**src/hdl/vdec_pkg.sv**
```systemverilog
////////////////////////////////////////////////////////////
// shared encodings for the RVV decode stage
// integer OPI, OPM reductions, mul/div and mask logicals only
// no widening, fixed point, permute, unary or FP encodings
// vinstr_u overlays the arithmetic and memory formats
////////////////////////////////////////////////////////////
package vdec_pkg;

  localparam int INSTR_W   = 32;
  localparam int REG_IDX_W = 5;

  localparam logic [6:0] OPC_LOAD_FP  = 7'b0000111;
  localparam logic [6:0] OPC_STORE_FP = 7'b0100111;
  localparam logic [6:0] OPC_VECTOR   = 7'b1010111;

  // element widths accepted on the memory path
  localparam logic [2:0] VW_8  = 3'd0;
  localparam logic [2:0] VW_16 = 3'd5;
  localparam logic [2:0] VW_32 = 3'd6;

  localparam logic [1:0] MOP_STRIDED = 2'd2;

  // allowed operand forms as {vi, vx, vv}, OPM reuses vv/vx
  localparam logic [2:0] FM_VV_VX_VI = 3'b111;
  localparam logic [2:0] FM_VV_VX    = 3'b011;
  localparam logic [2:0] FM_VX_VI    = 3'b110;
  localparam logic [2:0] FM_VV       = 3'b001;

  typedef enum logic [2:0] {
    OPIVV = 3'd0, OPFVV = 3'd1, OPMVV = 3'd2, OPIVI = 3'd3,
    OPIVX = 3'd4, OPFVF = 3'd5, OPMVX = 3'd6, OPCFG = 3'd7
  } vfunct3_e;

  typedef enum logic [5:0] {
    VADD   = 6'b000000, VSUB   = 6'b000010, VRSUB  = 6'b000011, VMINU  = 6'b000100,
    VMIN   = 6'b000101, VMAXU  = 6'b000110, VMAX   = 6'b000111, VAND   = 6'b001001,
    VOR    = 6'b001010, VXOR   = 6'b001011, VADC   = 6'b010000, VMADC  = 6'b010001,
    VSBC   = 6'b010010, VMSBC  = 6'b010011, VMERGE = 6'b010111, VMSEQ  = 6'b011000,
    VMSNE  = 6'b011001, VMSLTU = 6'b011010, VMSLT  = 6'b011011, VMSLEU = 6'b011100,
    VMSLE  = 6'b011101, VMSGTU = 6'b011110, VMSGT  = 6'b011111, VSLL   = 6'b100101,
    VSRL   = 6'b101000, VSRA   = 6'b101001, VNSRL  = 6'b101100, VNSRA  = 6'b101101
  } vopi_f6_e;

  typedef enum logic [5:0] {
    VREDSUM = 6'b000000, VREDAND  = 6'b000001, VREDOR  = 6'b000010, VREDXOR = 6'b000011,
    VREDMINU = 6'b000100, VREDMIN = 6'b000101, VREDMAXU = 6'b000110, VREDMAX = 6'b000111,
    VMANDN  = 6'b011000, VMAND    = 6'b011001, VMOR    = 6'b011010, VMXOR   = 6'b011011,
    VMORN   = 6'b011100, VMNAND   = 6'b011101, VMNOR   = 6'b011110, VMXNOR  = 6'b011111,
    VDIVU   = 6'b100000, VDIV     = 6'b100001, VREMU   = 6'b100010, VREM    = 6'b100011,
    VMULHU  = 6'b100100, VMUL     = 6'b100101, VMULHSU = 6'b100110, VMULH   = 6'b100111
  } vopm_f6_e;

  // groups stay contiguous, vunit_select decodes by range
  typedef enum logic [5:0] {
    OP_NONE,
    OP_VADD, OP_VSUB, OP_VRSUB, OP_VMINU, OP_VMIN, OP_VMAXU, OP_VMAX,
    OP_VAND, OP_VOR, OP_VXOR, OP_VADC, OP_VMADC, OP_VSBC, OP_VMSBC, OP_VMERGE,
    OP_VMSEQ, OP_VMSNE, OP_VMSLTU, OP_VMSLT, OP_VMSLEU, OP_VMSLE, OP_VMSGTU, OP_VMSGT,
    OP_VSLL, OP_VSRL, OP_VSRA, OP_VNSRL, OP_VNSRA,
    OP_VREDSUM, OP_VREDAND, OP_VREDOR, OP_VREDXOR,
    OP_VREDMINU, OP_VREDMIN, OP_VREDMAXU, OP_VREDMAX,
    OP_VMANDN, OP_VMAND, OP_VMOR, OP_VMXOR, OP_VMORN, OP_VMNAND, OP_VMNOR, OP_VMXNOR,
    OP_VDIVU, OP_VDIV, OP_VREMU, OP_VREM,
    OP_VMULHU, OP_VMUL, OP_VMULHSU, OP_VMULH
  } vop_e;

  typedef enum logic [2:0] {
    FU_ARITH, FU_RED, FU_MUL, FU_DIV, FU_MASK, FU_LDST
  } fu_e;

  typedef enum logic [3:0] {
    VALU_ADD, VALU_SUB, VALU_AND, VALU_OR, VALU_XOR, VALU_SLL,
    VALU_SRL, VALU_SRA, VALU_COMP, VALU_MERGE, VALU_MM
  } aluop_e;

  // same order as the compare block of vop_e
  typedef enum logic [2:0] {
    VSEQ, VSNE, VSLTU, VSLT, VSLEU, VSLE, VSGTU, VSGT
  } comp_e;

  typedef enum logic [1:0] {MIN, MINU, MAX, MAXU} minmax_e;

  typedef enum logic [2:0] {NORMAL, CARRY, MULT, DIV, REM} result_e;

  typedef enum logic [1:0] {NOT_CFG, VSETVLI, VSETIVLI, VSETVL} cfgsel_e;

  typedef union packed {
    struct packed {
      logic [5:0] funct6;
      logic       vm;
      logic [4:0] vs2;
      logic [4:0] vs1;
      vfunct3_e   funct3;
      logic [4:0] vd;
      logic [6:0] opcode;
    } arith;
    struct packed {
      logic [2:0] nf;
      logic       mew;
      logic [1:0] mop;
      logic       vm;
      logic [4:0] rs2;    // lumop / sumop for unit stride
      logic [4:0] rs1;
      logic [2:0] width;
      logic [4:0] vd;     // vs3 on stores
      logic [6:0] opcode;
    } mem;
  } vinstr_u;

endpackage

```
**src/hdl/vfield_decode.sv**
```systemverilog
////////////////////////////////////////////////////////////
// field split and class decode, purely combinational
// memory words need an 8/16/32-bit width to count
// wen covers every OPI/OPM class word, legal funct6 or not
////////////////////////////////////////////////////////////
`timescale 1ns/1ps

module vfield_decode (
  input  vdec_pkg::vinstr_u              instr,
  output logic [vdec_pkg::REG_IDX_W-1:0] vs1, vs2, vd,
  output logic [2:0]                     nf, mem_width,
  output logic [1:0]                     mop,
  output logic                           vm, is_vload, is_vstore, is_vopi, is_vopm, imm_op,
  output logic                           rs1_scalar_src, rs2_scalar_src, rd_scalar_src,
  output logic                           wen, dren, dwen,
  output vdec_pkg::vfunct3_e             vfunct3,
  output vdec_pkg::cfgsel_e              cfgsel
);

  logic is_vec, width_ok, is_cfg;

  assign vs1       = instr.arith.vs1;
  assign vs2       = instr.arith.vs2;
  assign vd        = instr.arith.vd;
  assign vm        = instr.arith.vm;
  assign vfunct3   = instr.arith.funct3;
  assign nf        = instr.mem.nf;
  assign mop       = instr.mem.mop;
  assign mem_width = instr.mem.width;

  assign width_ok  = instr.mem.width inside {vdec_pkg::VW_8, vdec_pkg::VW_16, vdec_pkg::VW_32};
  assign is_vload  = (instr.mem.opcode == vdec_pkg::OPC_LOAD_FP) && width_ok;
  assign is_vstore = (instr.mem.opcode == vdec_pkg::OPC_STORE_FP) && width_ok;

  assign is_vec  = instr.arith.opcode == vdec_pkg::OPC_VECTOR;
  assign is_vopi = is_vec && (vfunct3 inside {vdec_pkg::OPIVV, vdec_pkg::OPIVX, vdec_pkg::OPIVI});
  assign is_vopm = is_vec && (vfunct3 inside {vdec_pkg::OPMVV, vdec_pkg::OPMVX});
  assign is_cfg  = is_vec && (vfunct3 == vdec_pkg::OPCFG);

  // bit 31 clear is vsetvli, bit 30 then splits vsetivli/vsetvl
  assign cfgsel = !is_cfg                ? vdec_pkg::NOT_CFG  :
                  !instr.arith.funct6[5] ? vdec_pkg::VSETVLI  :
                  instr.arith.funct6[4]  ? vdec_pkg::VSETIVLI : vdec_pkg::VSETVL;

  assign wen  = is_vload | is_vopi | is_vopm;
  assign dren = is_vload;
  assign dwen = is_vstore;

  assign imm_op         = is_vec && (vfunct3 inside {vdec_pkg::OPIVI, vdec_pkg::OPCFG});
  assign rs1_scalar_src = is_vload | is_vstore | is_cfg |
                          (is_vec && (vfunct3 inside {vdec_pkg::OPIVX, vdec_pkg::OPMVX}));
  assign rs2_scalar_src = (is_vload | is_vstore) && (mop == vdec_pkg::MOP_STRIDED);
  assign rd_scalar_src  = is_cfg;  // new vl goes to rd

endmodule

```
**src/hdl/vop_decode.sv**
```systemverilog
////////////////////////////////////////////////////////////
// funct6/funct3 lookup into vop_e
// an OPI/OPM word with an unknown funct6 or a form that
// RVV does not define gives OP_NONE and illegal
// config and memory words never raise illegal
////////////////////////////////////////////////////////////
`timescale 1ns/1ps

module vop_decode (
  input  logic [5:0]         funct6,
  input  vdec_pkg::vfunct3_e vfunct3,
  input  logic               is_vopi,
  input  logic               is_vopm,
  output vdec_pkg::vop_e     vop,
  output logic               illegal
);

  logic [8:0] sel;   // {candidate op, allowed forms}
  logic [2:0] form;
  logic       hit;

  always_comb begin
    sel = '0;
    if (is_vopi) begin
      case (vdec_pkg::vopi_f6_e'(funct6))
        vdec_pkg::VADD:   sel = {vdec_pkg::OP_VADD, vdec_pkg::FM_VV_VX_VI};
        vdec_pkg::VSUB:   sel = {vdec_pkg::OP_VSUB, vdec_pkg::FM_VV_VX};
        vdec_pkg::VRSUB:  sel = {vdec_pkg::OP_VRSUB, vdec_pkg::FM_VX_VI};
        vdec_pkg::VMINU:  sel = {vdec_pkg::OP_VMINU, vdec_pkg::FM_VV_VX};
        vdec_pkg::VMIN:   sel = {vdec_pkg::OP_VMIN, vdec_pkg::FM_VV_VX};
        vdec_pkg::VMAXU:  sel = {vdec_pkg::OP_VMAXU, vdec_pkg::FM_VV_VX};
        vdec_pkg::VMAX:   sel = {vdec_pkg::OP_VMAX, vdec_pkg::FM_VV_VX};
        vdec_pkg::VAND:   sel = {vdec_pkg::OP_VAND, vdec_pkg::FM_VV_VX_VI};
        vdec_pkg::VOR:    sel = {vdec_pkg::OP_VOR, vdec_pkg::FM_VV_VX_VI};
        vdec_pkg::VXOR:   sel = {vdec_pkg::OP_VXOR, vdec_pkg::FM_VV_VX_VI};
        vdec_pkg::VADC:   sel = {vdec_pkg::OP_VADC, vdec_pkg::FM_VV_VX_VI};
        vdec_pkg::VMADC:  sel = {vdec_pkg::OP_VMADC, vdec_pkg::FM_VV_VX_VI};
        vdec_pkg::VSBC:   sel = {vdec_pkg::OP_VSBC, vdec_pkg::FM_VV_VX};
        vdec_pkg::VMSBC:  sel = {vdec_pkg::OP_VMSBC, vdec_pkg::FM_VV_VX};
        vdec_pkg::VMERGE: sel = {vdec_pkg::OP_VMERGE, vdec_pkg::FM_VV_VX_VI};
        vdec_pkg::VMSEQ:  sel = {vdec_pkg::OP_VMSEQ, vdec_pkg::FM_VV_VX_VI};
        vdec_pkg::VMSNE:  sel = {vdec_pkg::OP_VMSNE, vdec_pkg::FM_VV_VX_VI};
        vdec_pkg::VMSLTU: sel = {vdec_pkg::OP_VMSLTU, vdec_pkg::FM_VV_VX};
        vdec_pkg::VMSLT:  sel = {vdec_pkg::OP_VMSLT, vdec_pkg::FM_VV_VX};
        vdec_pkg::VMSLEU: sel = {vdec_pkg::OP_VMSLEU, vdec_pkg::FM_VV_VX_VI};
        vdec_pkg::VMSLE:  sel = {vdec_pkg::OP_VMSLE, vdec_pkg::FM_VV_VX_VI};
        vdec_pkg::VMSGTU: sel = {vdec_pkg::OP_VMSGTU, vdec_pkg::FM_VX_VI};
        vdec_pkg::VMSGT:  sel = {vdec_pkg::OP_VMSGT, vdec_pkg::FM_VX_VI};
        vdec_pkg::VSLL:   sel = {vdec_pkg::OP_VSLL, vdec_pkg::FM_VV_VX_VI};
        vdec_pkg::VSRL:   sel = {vdec_pkg::OP_VSRL, vdec_pkg::FM_VV_VX_VI};
        vdec_pkg::VSRA:   sel = {vdec_pkg::OP_VSRA, vdec_pkg::FM_VV_VX_VI};
        vdec_pkg::VNSRL:  sel = {vdec_pkg::OP_VNSRL, vdec_pkg::FM_VV_VX_VI};  // wv form in vv slot
        vdec_pkg::VNSRA:  sel = {vdec_pkg::OP_VNSRA, vdec_pkg::FM_VV_VX_VI};
        default:          sel = '0;
      endcase
    end else if (is_vopm) begin
      case (vdec_pkg::vopm_f6_e'(funct6))
        vdec_pkg::VREDSUM:  sel = {vdec_pkg::OP_VREDSUM, vdec_pkg::FM_VV};
        vdec_pkg::VREDAND:  sel = {vdec_pkg::OP_VREDAND, vdec_pkg::FM_VV};
        vdec_pkg::VREDOR:   sel = {vdec_pkg::OP_VREDOR, vdec_pkg::FM_VV};
        vdec_pkg::VREDXOR:  sel = {vdec_pkg::OP_VREDXOR, vdec_pkg::FM_VV};
        vdec_pkg::VREDMINU: sel = {vdec_pkg::OP_VREDMINU, vdec_pkg::FM_VV};
        vdec_pkg::VREDMIN:  sel = {vdec_pkg::OP_VREDMIN, vdec_pkg::FM_VV};
        vdec_pkg::VREDMAXU: sel = {vdec_pkg::OP_VREDMAXU, vdec_pkg::FM_VV};
        vdec_pkg::VREDMAX:  sel = {vdec_pkg::OP_VREDMAX, vdec_pkg::FM_VV};
        vdec_pkg::VMANDN:   sel = {vdec_pkg::OP_VMANDN, vdec_pkg::FM_VV};
        vdec_pkg::VMAND:    sel = {vdec_pkg::OP_VMAND, vdec_pkg::FM_VV};
        vdec_pkg::VMOR:     sel = {vdec_pkg::OP_VMOR, vdec_pkg::FM_VV};
        vdec_pkg::VMXOR:    sel = {vdec_pkg::OP_VMXOR, vdec_pkg::FM_VV};
        vdec_pkg::VMORN:    sel = {vdec_pkg::OP_VMORN, vdec_pkg::FM_VV};
        vdec_pkg::VMNAND:   sel = {vdec_pkg::OP_VMNAND, vdec_pkg::FM_VV};
        vdec_pkg::VMNOR:    sel = {vdec_pkg::OP_VMNOR, vdec_pkg::FM_VV};
        vdec_pkg::VMXNOR:   sel = {vdec_pkg::OP_VMXNOR, vdec_pkg::FM_VV};
        vdec_pkg::VDIVU:    sel = {vdec_pkg::OP_VDIVU, vdec_pkg::FM_VV_VX};
        vdec_pkg::VDIV:     sel = {vdec_pkg::OP_VDIV, vdec_pkg::FM_VV_VX};
        vdec_pkg::VREMU:    sel = {vdec_pkg::OP_VREMU, vdec_pkg::FM_VV_VX};
        vdec_pkg::VREM:     sel = {vdec_pkg::OP_VREM, vdec_pkg::FM_VV_VX};
        vdec_pkg::VMULHU:   sel = {vdec_pkg::OP_VMULHU, vdec_pkg::FM_VV_VX};
        vdec_pkg::VMUL:     sel = {vdec_pkg::OP_VMUL, vdec_pkg::FM_VV_VX};
        vdec_pkg::VMULHSU:  sel = {vdec_pkg::OP_VMULHSU, vdec_pkg::FM_VV_VX};
        vdec_pkg::VMULH:    sel = {vdec_pkg::OP_VMULH, vdec_pkg::FM_VV_VX};
        default:            sel = '0;
      endcase
    end
  end

  // one-hot form of this word, OPM shares the vv/vx bits
  always_comb begin
    case (vfunct3)
      vdec_pkg::OPIVV, vdec_pkg::OPMVV: form = 3'b001;
      vdec_pkg::OPIVX, vdec_pkg::OPMVX: form = 3'b010;
      vdec_pkg::OPIVI:                  form = 3'b100;
      default:                          form = 3'b000;
    endcase
  end

  assign hit     = |(sel[2:0] & form);
  assign vop     = hit ? vdec_pkg::vop_e'(sel[8:3]) : vdec_pkg::OP_NONE;
  assign illegal = (is_vopi | is_vopm) & ~hit;

endmodule

```
**src/hdl/vunit_select.sv**
```systemverilog
////////////////////////////////////////////////////////////
// unit and ALU control from the decoded op
// relies on the group ordering of vop_e
// loads and stores go to FU_LDST whatever vop holds
////////////////////////////////////////////////////////////
`timescale 1ns/1ps

module vunit_select (
  input  vdec_pkg::vop_e    vop,
  input  logic              is_vload,
  input  logic              is_vstore,
  output vdec_pkg::fu_e     fu_type,
  output vdec_pkg::aluop_e  aluop,
  output vdec_pkg::comp_e   comp_type,
  output vdec_pkg::minmax_e minmax_type,
  output vdec_pkg::result_e result_type,
  output logic              is_signed,
  output logic              single_bit_op
);

  logic [5:0] cmp_idx;  // position inside the compare block

  assign cmp_idx       = vop - vdec_pkg::OP_VMSEQ;
  assign single_bit_op = vop inside {[vdec_pkg::OP_VMSEQ:vdec_pkg::OP_VMSGT]};
  assign is_signed     = !(vop inside {[vdec_pkg::OP_VSLL:vdec_pkg::OP_VNSRA]});  // uimm shamt
  assign comp_type     = single_bit_op ? vdec_pkg::comp_e'(cmp_idx[2:0]) : vdec_pkg::VSEQ;

  always_comb begin
    fu_type     = vdec_pkg::FU_ARITH;
    result_type = vdec_pkg::NORMAL;
    case (vop) inside
      vdec_pkg::OP_VMADC, vdec_pkg::OP_VMSBC:      result_type = vdec_pkg::CARRY;
      [vdec_pkg::OP_VREDSUM:vdec_pkg::OP_VREDMAX]: fu_type = vdec_pkg::FU_RED;
      [vdec_pkg::OP_VMANDN:vdec_pkg::OP_VMXNOR]:   fu_type = vdec_pkg::FU_MASK;
      [vdec_pkg::OP_VDIVU:vdec_pkg::OP_VREM]: begin
        fu_type     = vdec_pkg::FU_DIV;
        result_type = (vop inside {vdec_pkg::OP_VREMU, vdec_pkg::OP_VREM}) ?
                      vdec_pkg::REM : vdec_pkg::DIV;
      end
      [vdec_pkg::OP_VMULHU:vdec_pkg::OP_VMULH]: begin
        fu_type     = vdec_pkg::FU_MUL;
        result_type = vdec_pkg::MULT;
      end
      default: ;
    endcase
    if (is_vload || is_vstore)
      fu_type = vdec_pkg::FU_LDST;
  end

  always_comb begin
    case (vop) inside
      vdec_pkg::OP_VSUB, vdec_pkg::OP_VRSUB, vdec_pkg::OP_VSBC, vdec_pkg::OP_VMSBC:
        aluop = vdec_pkg::VALU_SUB;
      vdec_pkg::OP_VAND, vdec_pkg::OP_VREDAND, vdec_pkg::OP_VMANDN, vdec_pkg::OP_VMAND,
      vdec_pkg::OP_VMNAND:
        aluop = vdec_pkg::VALU_AND;
      vdec_pkg::OP_VOR, vdec_pkg::OP_VREDOR, vdec_pkg::OP_VMOR, vdec_pkg::OP_VMORN,
      vdec_pkg::OP_VMNOR:
        aluop = vdec_pkg::VALU_OR;
      vdec_pkg::OP_VXOR, vdec_pkg::OP_VREDXOR, vdec_pkg::OP_VMXOR, vdec_pkg::OP_VMXNOR:
        aluop = vdec_pkg::VALU_XOR;
      vdec_pkg::OP_VSLL:                     aluop = vdec_pkg::VALU_SLL;
      vdec_pkg::OP_VSRL, vdec_pkg::OP_VNSRL: aluop = vdec_pkg::VALU_SRL;
      vdec_pkg::OP_VSRA, vdec_pkg::OP_VNSRA: aluop = vdec_pkg::VALU_SRA;
      [vdec_pkg::OP_VMSEQ:vdec_pkg::OP_VMSGT]: aluop = vdec_pkg::VALU_COMP;
      vdec_pkg::OP_VMERGE:                     aluop = vdec_pkg::VALU_MERGE;
      [vdec_pkg::OP_VMINU:vdec_pkg::OP_VMAX], [vdec_pkg::OP_VREDMINU:vdec_pkg::OP_VREDMAX]:
        aluop = vdec_pkg::VALU_MM;
      default: aluop = vdec_pkg::VALU_ADD;  // add, adc, madc, redsum, mul/div
    endcase
  end

  always_comb begin
    case (vop)
      vdec_pkg::OP_VMINU, vdec_pkg::OP_VREDMINU: minmax_type = vdec_pkg::MINU;
      vdec_pkg::OP_VMAX, vdec_pkg::OP_VREDMAX:   minmax_type = vdec_pkg::MAX;
      vdec_pkg::OP_VMAXU, vdec_pkg::OP_VREDMAXU: minmax_type = vdec_pkg::MAXU;
      default:                                   minmax_type = vdec_pkg::MIN;
    endcase
  end

endmodule

```
**src/hdl/vdecode_latch.sv**
```systemverilog
////////////////////////////////////////////////////////////
// decode to execute register, one cycle of latency
// dec_valid follows instr_valid, the rest holds when idle
// register fields and memory fields come out of reset unknown
////////////////////////////////////////////////////////////
`timescale 1ns/1ps

module vdecode_latch (
  input  logic                           CLK,
  input  logic                           rst_n,
  input  logic                           instr_valid,
  input  logic [vdec_pkg::REG_IDX_W-1:0] vs1, vs2, vd,
  input  logic [2:0]                     nf, mem_width,
  input  logic [1:0]                     mop,
  input  logic                           vm, is_vload, is_vstore, is_vopi, is_vopm, imm_op,
  input  logic                           rs1_scalar_src, rs2_scalar_src, rd_scalar_src,
  input  logic                           wen, dren, dwen, illegal, is_signed, single_bit_op,
  input  vdec_pkg::vfunct3_e             vfunct3,
  input  vdec_pkg::cfgsel_e              cfgsel,
  input  vdec_pkg::vop_e                 vop,
  input  vdec_pkg::fu_e                  fu_type,
  input  vdec_pkg::aluop_e               aluop,
  input  vdec_pkg::comp_e                comp_type,
  input  vdec_pkg::minmax_e              minmax_type,
  input  vdec_pkg::result_e              result_type,
  output logic                           dec_valid,
  output logic [vdec_pkg::REG_IDX_W-1:0] dec_vs1, dec_vs2, dec_vd,
  output logic [2:0]                     dec_nf, dec_mem_width,
  output logic [1:0]                     dec_mop,
  output logic                           dec_vm, dec_is_vload, dec_is_vstore,
  output logic                           dec_is_vopi, dec_is_vopm, dec_imm_op,
  output logic                           dec_rs1_scalar_src, dec_rs2_scalar_src,
  output logic                           dec_rd_scalar_src, dec_wen, dec_dren, dec_dwen,
  output logic                           dec_illegal, dec_is_signed, dec_single_bit_op,
  output vdec_pkg::vfunct3_e             dec_vfunct3,
  output vdec_pkg::cfgsel_e              dec_cfgsel,
  output vdec_pkg::vop_e                 dec_vop,
  output vdec_pkg::fu_e                  dec_fu_type,
  output vdec_pkg::aluop_e               dec_aluop,
  output vdec_pkg::comp_e                dec_comp_type,
  output vdec_pkg::minmax_e              dec_minmax_type,
  output vdec_pkg::result_e              dec_result_type
);

  always_ff @(posedge CLK or negedge rst_n) begin
    if (!rst_n) begin
      dec_valid <= 1'b0;
      {dec_wen, dec_dren, dec_dwen, dec_illegal, dec_imm_op} <= '0;
      {dec_is_vload, dec_is_vstore, dec_is_vopi, dec_is_vopm} <= '0;
      {dec_rs1_scalar_src, dec_rs2_scalar_src, dec_rd_scalar_src} <= '0;
      {dec_is_signed, dec_single_bit_op} <= '0;
      dec_vfunct3     <= vdec_pkg::OPIVV;
      dec_cfgsel      <= vdec_pkg::NOT_CFG;
      dec_vop         <= vdec_pkg::OP_NONE;
      dec_fu_type     <= vdec_pkg::FU_ARITH;
      dec_aluop       <= vdec_pkg::VALU_ADD;
      dec_comp_type   <= vdec_pkg::VSEQ;
      dec_minmax_type <= vdec_pkg::MIN;
      dec_result_type <= vdec_pkg::NORMAL;
    end else begin
      dec_valid <= instr_valid;
      if (instr_valid) begin
        {dec_wen, dec_dren, dec_dwen, dec_illegal, dec_imm_op} <=
          {wen, dren, dwen, illegal, imm_op};
        {dec_is_vload, dec_is_vstore, dec_is_vopi, dec_is_vopm} <=
          {is_vload, is_vstore, is_vopi, is_vopm};
        {dec_rs1_scalar_src, dec_rs2_scalar_src, dec_rd_scalar_src} <=
          {rs1_scalar_src, rs2_scalar_src, rd_scalar_src};
        {dec_is_signed, dec_single_bit_op} <= {is_signed, single_bit_op};
        dec_vfunct3     <= vfunct3;
        dec_cfgsel      <= cfgsel;
        dec_vop         <= vop;
        dec_fu_type     <= fu_type;
        dec_aluop       <= aluop;
        dec_comp_type   <= comp_type;
        dec_minmax_type <= minmax_type;
        dec_result_type <= result_type;
      end
    end
  end

  // operand fields, no reset
  always_ff @(posedge CLK) begin
    if (instr_valid) begin
      {dec_vs1, dec_vs2, dec_vd, dec_vm} <= {vs1, vs2, vd, vm};
      {dec_nf, dec_mop, dec_mem_width}   <= {nf, mop, mem_width};
    end
  end

endmodule

```
**src/hdl/vector_control_unit.sv**
```systemverilog
////////////////////////////////////////////////////////////
// RVV decode stage top, one word per cycle
// control word is valid one cycle after instr_valid
// no back-pressure, execute takes every valid word
////////////////////////////////////////////////////////////
`timescale 1ns/1ps

module vector_control_unit (
  input  logic                           CLK,
  input  logic                           rst_n,
  input  logic                           instr_valid,
  input  logic [vdec_pkg::INSTR_W-1:0]   instr,
  output logic                           dec_valid,
  output logic [vdec_pkg::REG_IDX_W-1:0] dec_vs1, dec_vs2, dec_vd,
  output logic [2:0]                     dec_nf, dec_mem_width,
  output logic [1:0]                     dec_mop,
  output logic                           dec_vm, dec_is_vload, dec_is_vstore,
  output logic                           dec_is_vopi, dec_is_vopm, dec_imm_op,
  output logic                           dec_rs1_scalar_src, dec_rs2_scalar_src,
  output logic                           dec_rd_scalar_src, dec_wen, dec_dren, dec_dwen,
  output logic                           dec_illegal, dec_is_signed, dec_single_bit_op,
  output vdec_pkg::vfunct3_e             dec_vfunct3,
  output vdec_pkg::cfgsel_e              dec_cfgsel,
  output vdec_pkg::vop_e                 dec_vop,
  output vdec_pkg::fu_e                  dec_fu_type,
  output vdec_pkg::aluop_e               dec_aluop,
  output vdec_pkg::comp_e                dec_comp_type,
  output vdec_pkg::minmax_e              dec_minmax_type,
  output vdec_pkg::result_e              dec_result_type
);

  logic [vdec_pkg::REG_IDX_W-1:0] vs1, vs2, vd;
  logic [2:0]                     nf, mem_width;
  logic [1:0]                     mop;
  logic                           vm, is_vload, is_vstore, is_vopi, is_vopm, imm_op;
  logic                           rs1_scalar_src, rs2_scalar_src, rd_scalar_src;
  logic                           wen, dren, dwen, illegal, is_signed, single_bit_op;
  vdec_pkg::vfunct3_e             vfunct3;
  vdec_pkg::cfgsel_e              cfgsel;
  vdec_pkg::vop_e                 vop;
  vdec_pkg::fu_e                  fu_type;
  vdec_pkg::aluop_e               aluop;
  vdec_pkg::comp_e                comp_type;
  vdec_pkg::minmax_e              minmax_type;
  vdec_pkg::result_e              result_type;

  vfield_decode u_field (.instr(instr), .*);

  vop_decode u_op (.funct6(instr[31:26]), .*);  // funct6 sits at the top of the word

  vunit_select u_unit (.*);

  vdecode_latch u_latch (.*);

endmodule

```
**config.mk**
```make
export PLATFORM = sky130hd
export DESIGN_NAME = vector_control_unit
export DESIGN_NICKNAME = d
export VERILOG_FILES = /design/src/hdl/vdec_pkg.sv /design/src/hdl/vfield_decode.sv /design/src/hdl/vop_decode.sv /design/src/hdl/vunit_select.sv /design/src/hdl/vdecode_latch.sv /design/src/hdl/vector_control_unit.sv
export SDC_FILE = /design/constraint.sdc
export NUM_CORES = 1
export LEC_CHECK = 0
export BUFFER_PORTS_ARGS = -buffer_cell sky130_fd_sc_hd__buf_4
export CAP_MARGIN = 5
export CORE_UTILIZATION = 39
export CTS_CLUSTER_SIZE = 10
export DETAILED_ROUTE_END_ITERATION = 8
export PLACE_DENSITY = 0.69
export SYNTH_ARGS = -nofsm -noshare
export SYNTH_HDL_FRONTEND = slang
export SYNTH_SLANG_ARGS = --single-unit
```
**constraint.sdc**
```tcl
create_clock -name CLK -period 0.95 [get_ports CLK]
set_input_delay 0.19 -clock CLK [delete_from_list [all_inputs] [get_ports CLK]]
set_output_delay 0.19 -clock CLK [all_outputs]
set_load 0.02 [all_outputs]
```
==> flow_metrics.env <==
export IMPL_wl_per_cell_um=20.6
export IMPL_synth_most_common_cell="dfrtp_1"
export IMPL_num_antenna_cells=0
export IMPL_post_route_drc_count=0
export IMPL_hold_viol=0
export IMPL_synth_edf_count=24
export IMPL_cts_inserted_buffers=9
export IMPL_clock_path_buffers=2
export IMPL_slew_viol_final=0
export IMPL_vdd_drop_max_mv=0.908
export IMPL_dp_hpwl_mm=8.75
export IMPL_tightestPinTransition_ns=0.600
export IMPL_io_pins=100
export IMPL_p_leak_nw=3.22
export IMPL_gr_total_overflow=0
export IMPL_worstPathArrival_ns=2.57
export IMPL_synth_largest_area_cell="dfrtp_1"
export IMPL_fin_ws_ns=-1.38
export IMPL_ys_seq_area_share_pct=44.6
export IMPL_syn_area_mm2=0.00380
export IMPL_drt_initial_drc_count=224
export IMPL_grt_max_degree=40
export IMPL_numPortBuffers=99
export IMPL_vias=4477
export IMPL_finalSetupViolations=100
export IMPL_syn_avg_cell_area_um2=10.0
export IMPL_final_instance_count_excl_fill=773
export IMPL_critPathCaptureType="flop"
export IMPL_synth_nets=423
export IMPL_cts_max_level=3
export IMPL_finalSetupTns_ns=-40.96
export IMPL_row_count=35
export IMPL_nets=682
export IMPL_drt_first_pass_iters=5
export IMPL_cts_tree="yes"
export IMPL_syn_inst=380
export IMPL_synth_async_reset_ratio_pct=61.9
export IMPL_slew_limit_headroom_pct=59.6
export IMPL_violations="negative setup slack"
export IMPL_antenna_found_initial=0
export IMPL_die_area_mm2=0.0101
export IMPL_initial_core_util_pct=40.8
export IMPL_die_w_um=101
export IMPL_synth_seq_cells=63
export IMPL_yosys_top_cells_count="dfrtp_1 (39), nand2_1 (29), edfxtp_1 (24), inv_1 (23), o21ai_0 (21)"
export IMPL_drive_gt1_share_pct=61.6
export IMPL_synth_cell_types=83
export IMPL_ys_flop_type="dfrtp_1"
export IMPL_drtAntennaViolNets=0
export IMPL_area_growth_pct=88.9
export IMPL_coreArea_mm2=0.00933
export IMPL_fin_crit_sh_pct=245
export IMPL_hold_class="in -> reg"
export IMPL_wl_mm=15.9
export IMPL_dieHeight_um=101
export IMPL_period_minus_slack_ns=2.33
export IMPL_grt_total_usage_pct=27.2
export IMPL_placedCellCount=704
export IMPL_criticalPathCategory="in -> reg"
export IMPL_rsz0062_at_grt="yes"
export IMPL_synth_area_leaders="dfrtp_1 (26%), edfxtp_1 (19%), nand2_1 (2.9%)"
export IMPL_hold_ws_ns=0.0213
export IMPL_required_ns=1.19
export IMPL_cts_root_buffer="clkbuf_8"
export IMPL_cellPowerDensity_mw_per_mm2=960
export IMPL_clkLatencyLatePin_ns=0.36
export IMPL_post_route_util_pct=77.0
export IMPL_startpoint_type="input pin"
export IMPL_drv_cap=0
export IMPL_ys_warnings_count=0
export IMPL_path_clk_slew_ns=0.08
export IMPL_routabilityCongestion=0.895
export IMPL_skew_ns=0
export IMPL_grt_first_pass_wirelength_mm=21.2
export IMPL_max_freq_ghz=0.429
export IMPL_synth_top_area_share_pct=25.7
export IMPL_outcome="finished, violations left"
export IMPL_viasPerCell=5.79
export IMPL_grt_pass1_vias=4209
export IMPL_path_max_fanout=4
export IMPL_cts_num_sinks=63
## critical path, stage by stage
cell and delay (ns):
buf_4 0.12, and4b_2 0.33, o211ai_1 0.16, buf_4 0.19, buf_4 0.13, o32ai_4 0.32, or4bb_4 0.59, o32ai_4 0.14
a221oi_4 0.13, buf_4 0.16, nand2_4 0.07, o2bb2ai_2 0.05
## state kept, by name, summed over array words and instances, names as in the netlist, 3 cells and up
signal	count
u_latch.dec_aluop	4
u_latch.dec_vfunct3	3
u_latch.dec_mem_width	3
u_latch.dec_comp_type	3
u_latch.dec_vs2	5
u_latch.dec_nf	3
u_latch.dec_vd	5
u_latch.dec_fu_type	3
u_latch.dec_vs1	5
u_latch.dec_result_type	3
u_latch.dec_vop	6
## area by class of cell
type	instances	area (um2)
fill	541	2140
clock buffer	11	141
multi-input combinational	269	2580
clock inverter	5	31.3
timing repair buffer	272	2470
sequential	63	1700
inverter	24	104
tap	129	161
## logic make-up (layout without fill, tap and decap cells)
logic type / count (synthesis) / count (layout) / share of synthesized area, %
compound gates: 119 / 119 / 23.3
xor+xnor: 4 / 4 / 0.922
fa+ha+maj: 9 / 9 / 2.90
buf+inv: 48 / 312 / 5.76
flops: 63 / 63 / 44.6
mux: 13 / 13 / 4.01
simple gates: 124 / 124 / 18.5
## final timing paths
path | endpoint | startpoint | slack [ns] | cells past startpoint
worst max register to register | u_latch.dec_vfunct3[2] | u_latch.dec_vfunct3[2] | -0.07 | 3
worst min register to register | u_latch.dec_fu_type[1] | u_latch.dec_fu_type[1] | 0.51 | 1
worst min-delay path | u_latch.dec_vs1[2] | instr[17] | 0.02 | 1
min in group asynchronous | u_latch.dec_vfunct3[1] | rst_n | 0.35 | 2
worst max-delay path | u_latch.dec_aluop[3] | instr[3] | -1.38 | 12
max in group asynchronous | u_latch.dec_aluop[1] | rst_n | 0.22 | 2
## metal layers
layer / routed length, um / GRT usage, %
met5: 0 / 0
met4: 699 / 9.70
met3: 1050 / 4.58
met2: 8040 / 48.3
met1: 6150 / 33.3
## stage by stage
stage                     cell area, um2  setup WS, ns  power (W)
after floorplan                     3950         -1.44    0.00357
after global placement              5600         -1.83    0.00421
after detailed placement            5600         -1.85    0.00422
after CTS                           6620         -1.33    0.00661
after global routing                7180         -1.44    0.00709
final                               7180         -1.38    0.00689
## power breakdown
group          switching (W)  internal, W
Sequential         0.0000695      0.00294
Combinational       0.000829     0.000791
Clock                0.00124      0.00102
## placed cells by master, fill, tap and decap left out, types with 4 or more instances in the layout
master	n
o21a_1	4
buf_4	167
nand2_1	21
buf_6	92
buf_12	4
nor2_4	4
a21o_1	7
mux2i_1	4
o21ai_2	7
nor3_1	8
nand2b_1	4
dfrtp_1	39
a22o_1	5
clkbuf_8	10
nor2b_1	5
edfxtp_1	24
o22a_1	5
a32oi_2	4
nand4_1	4
o21ai_1	9
dlygate4sd3_1	7
nor2_1	10
nor4_4	5
nand2_2	5
o21ai_0	10
nor3_4	4
a31oi_1	4
a21oi_1	6
inv_1	18
a21oi_2	8
nand3_2	5
mux2_2	6
nand3_1	8
## timing repair
| action | CTS | global route |
|---|---|---|
| setup endpoints to repair | 99 | 100 |
| buffers inserted | 31 | 21 |
| hold buffers | 7 | 0 |
| hold endpoints to repair | 45 | 0 |
| pin swaps | 29 | 38 |
| gates resized for setup | 132 | 99 |
Power figures use the tool's default switching activity.
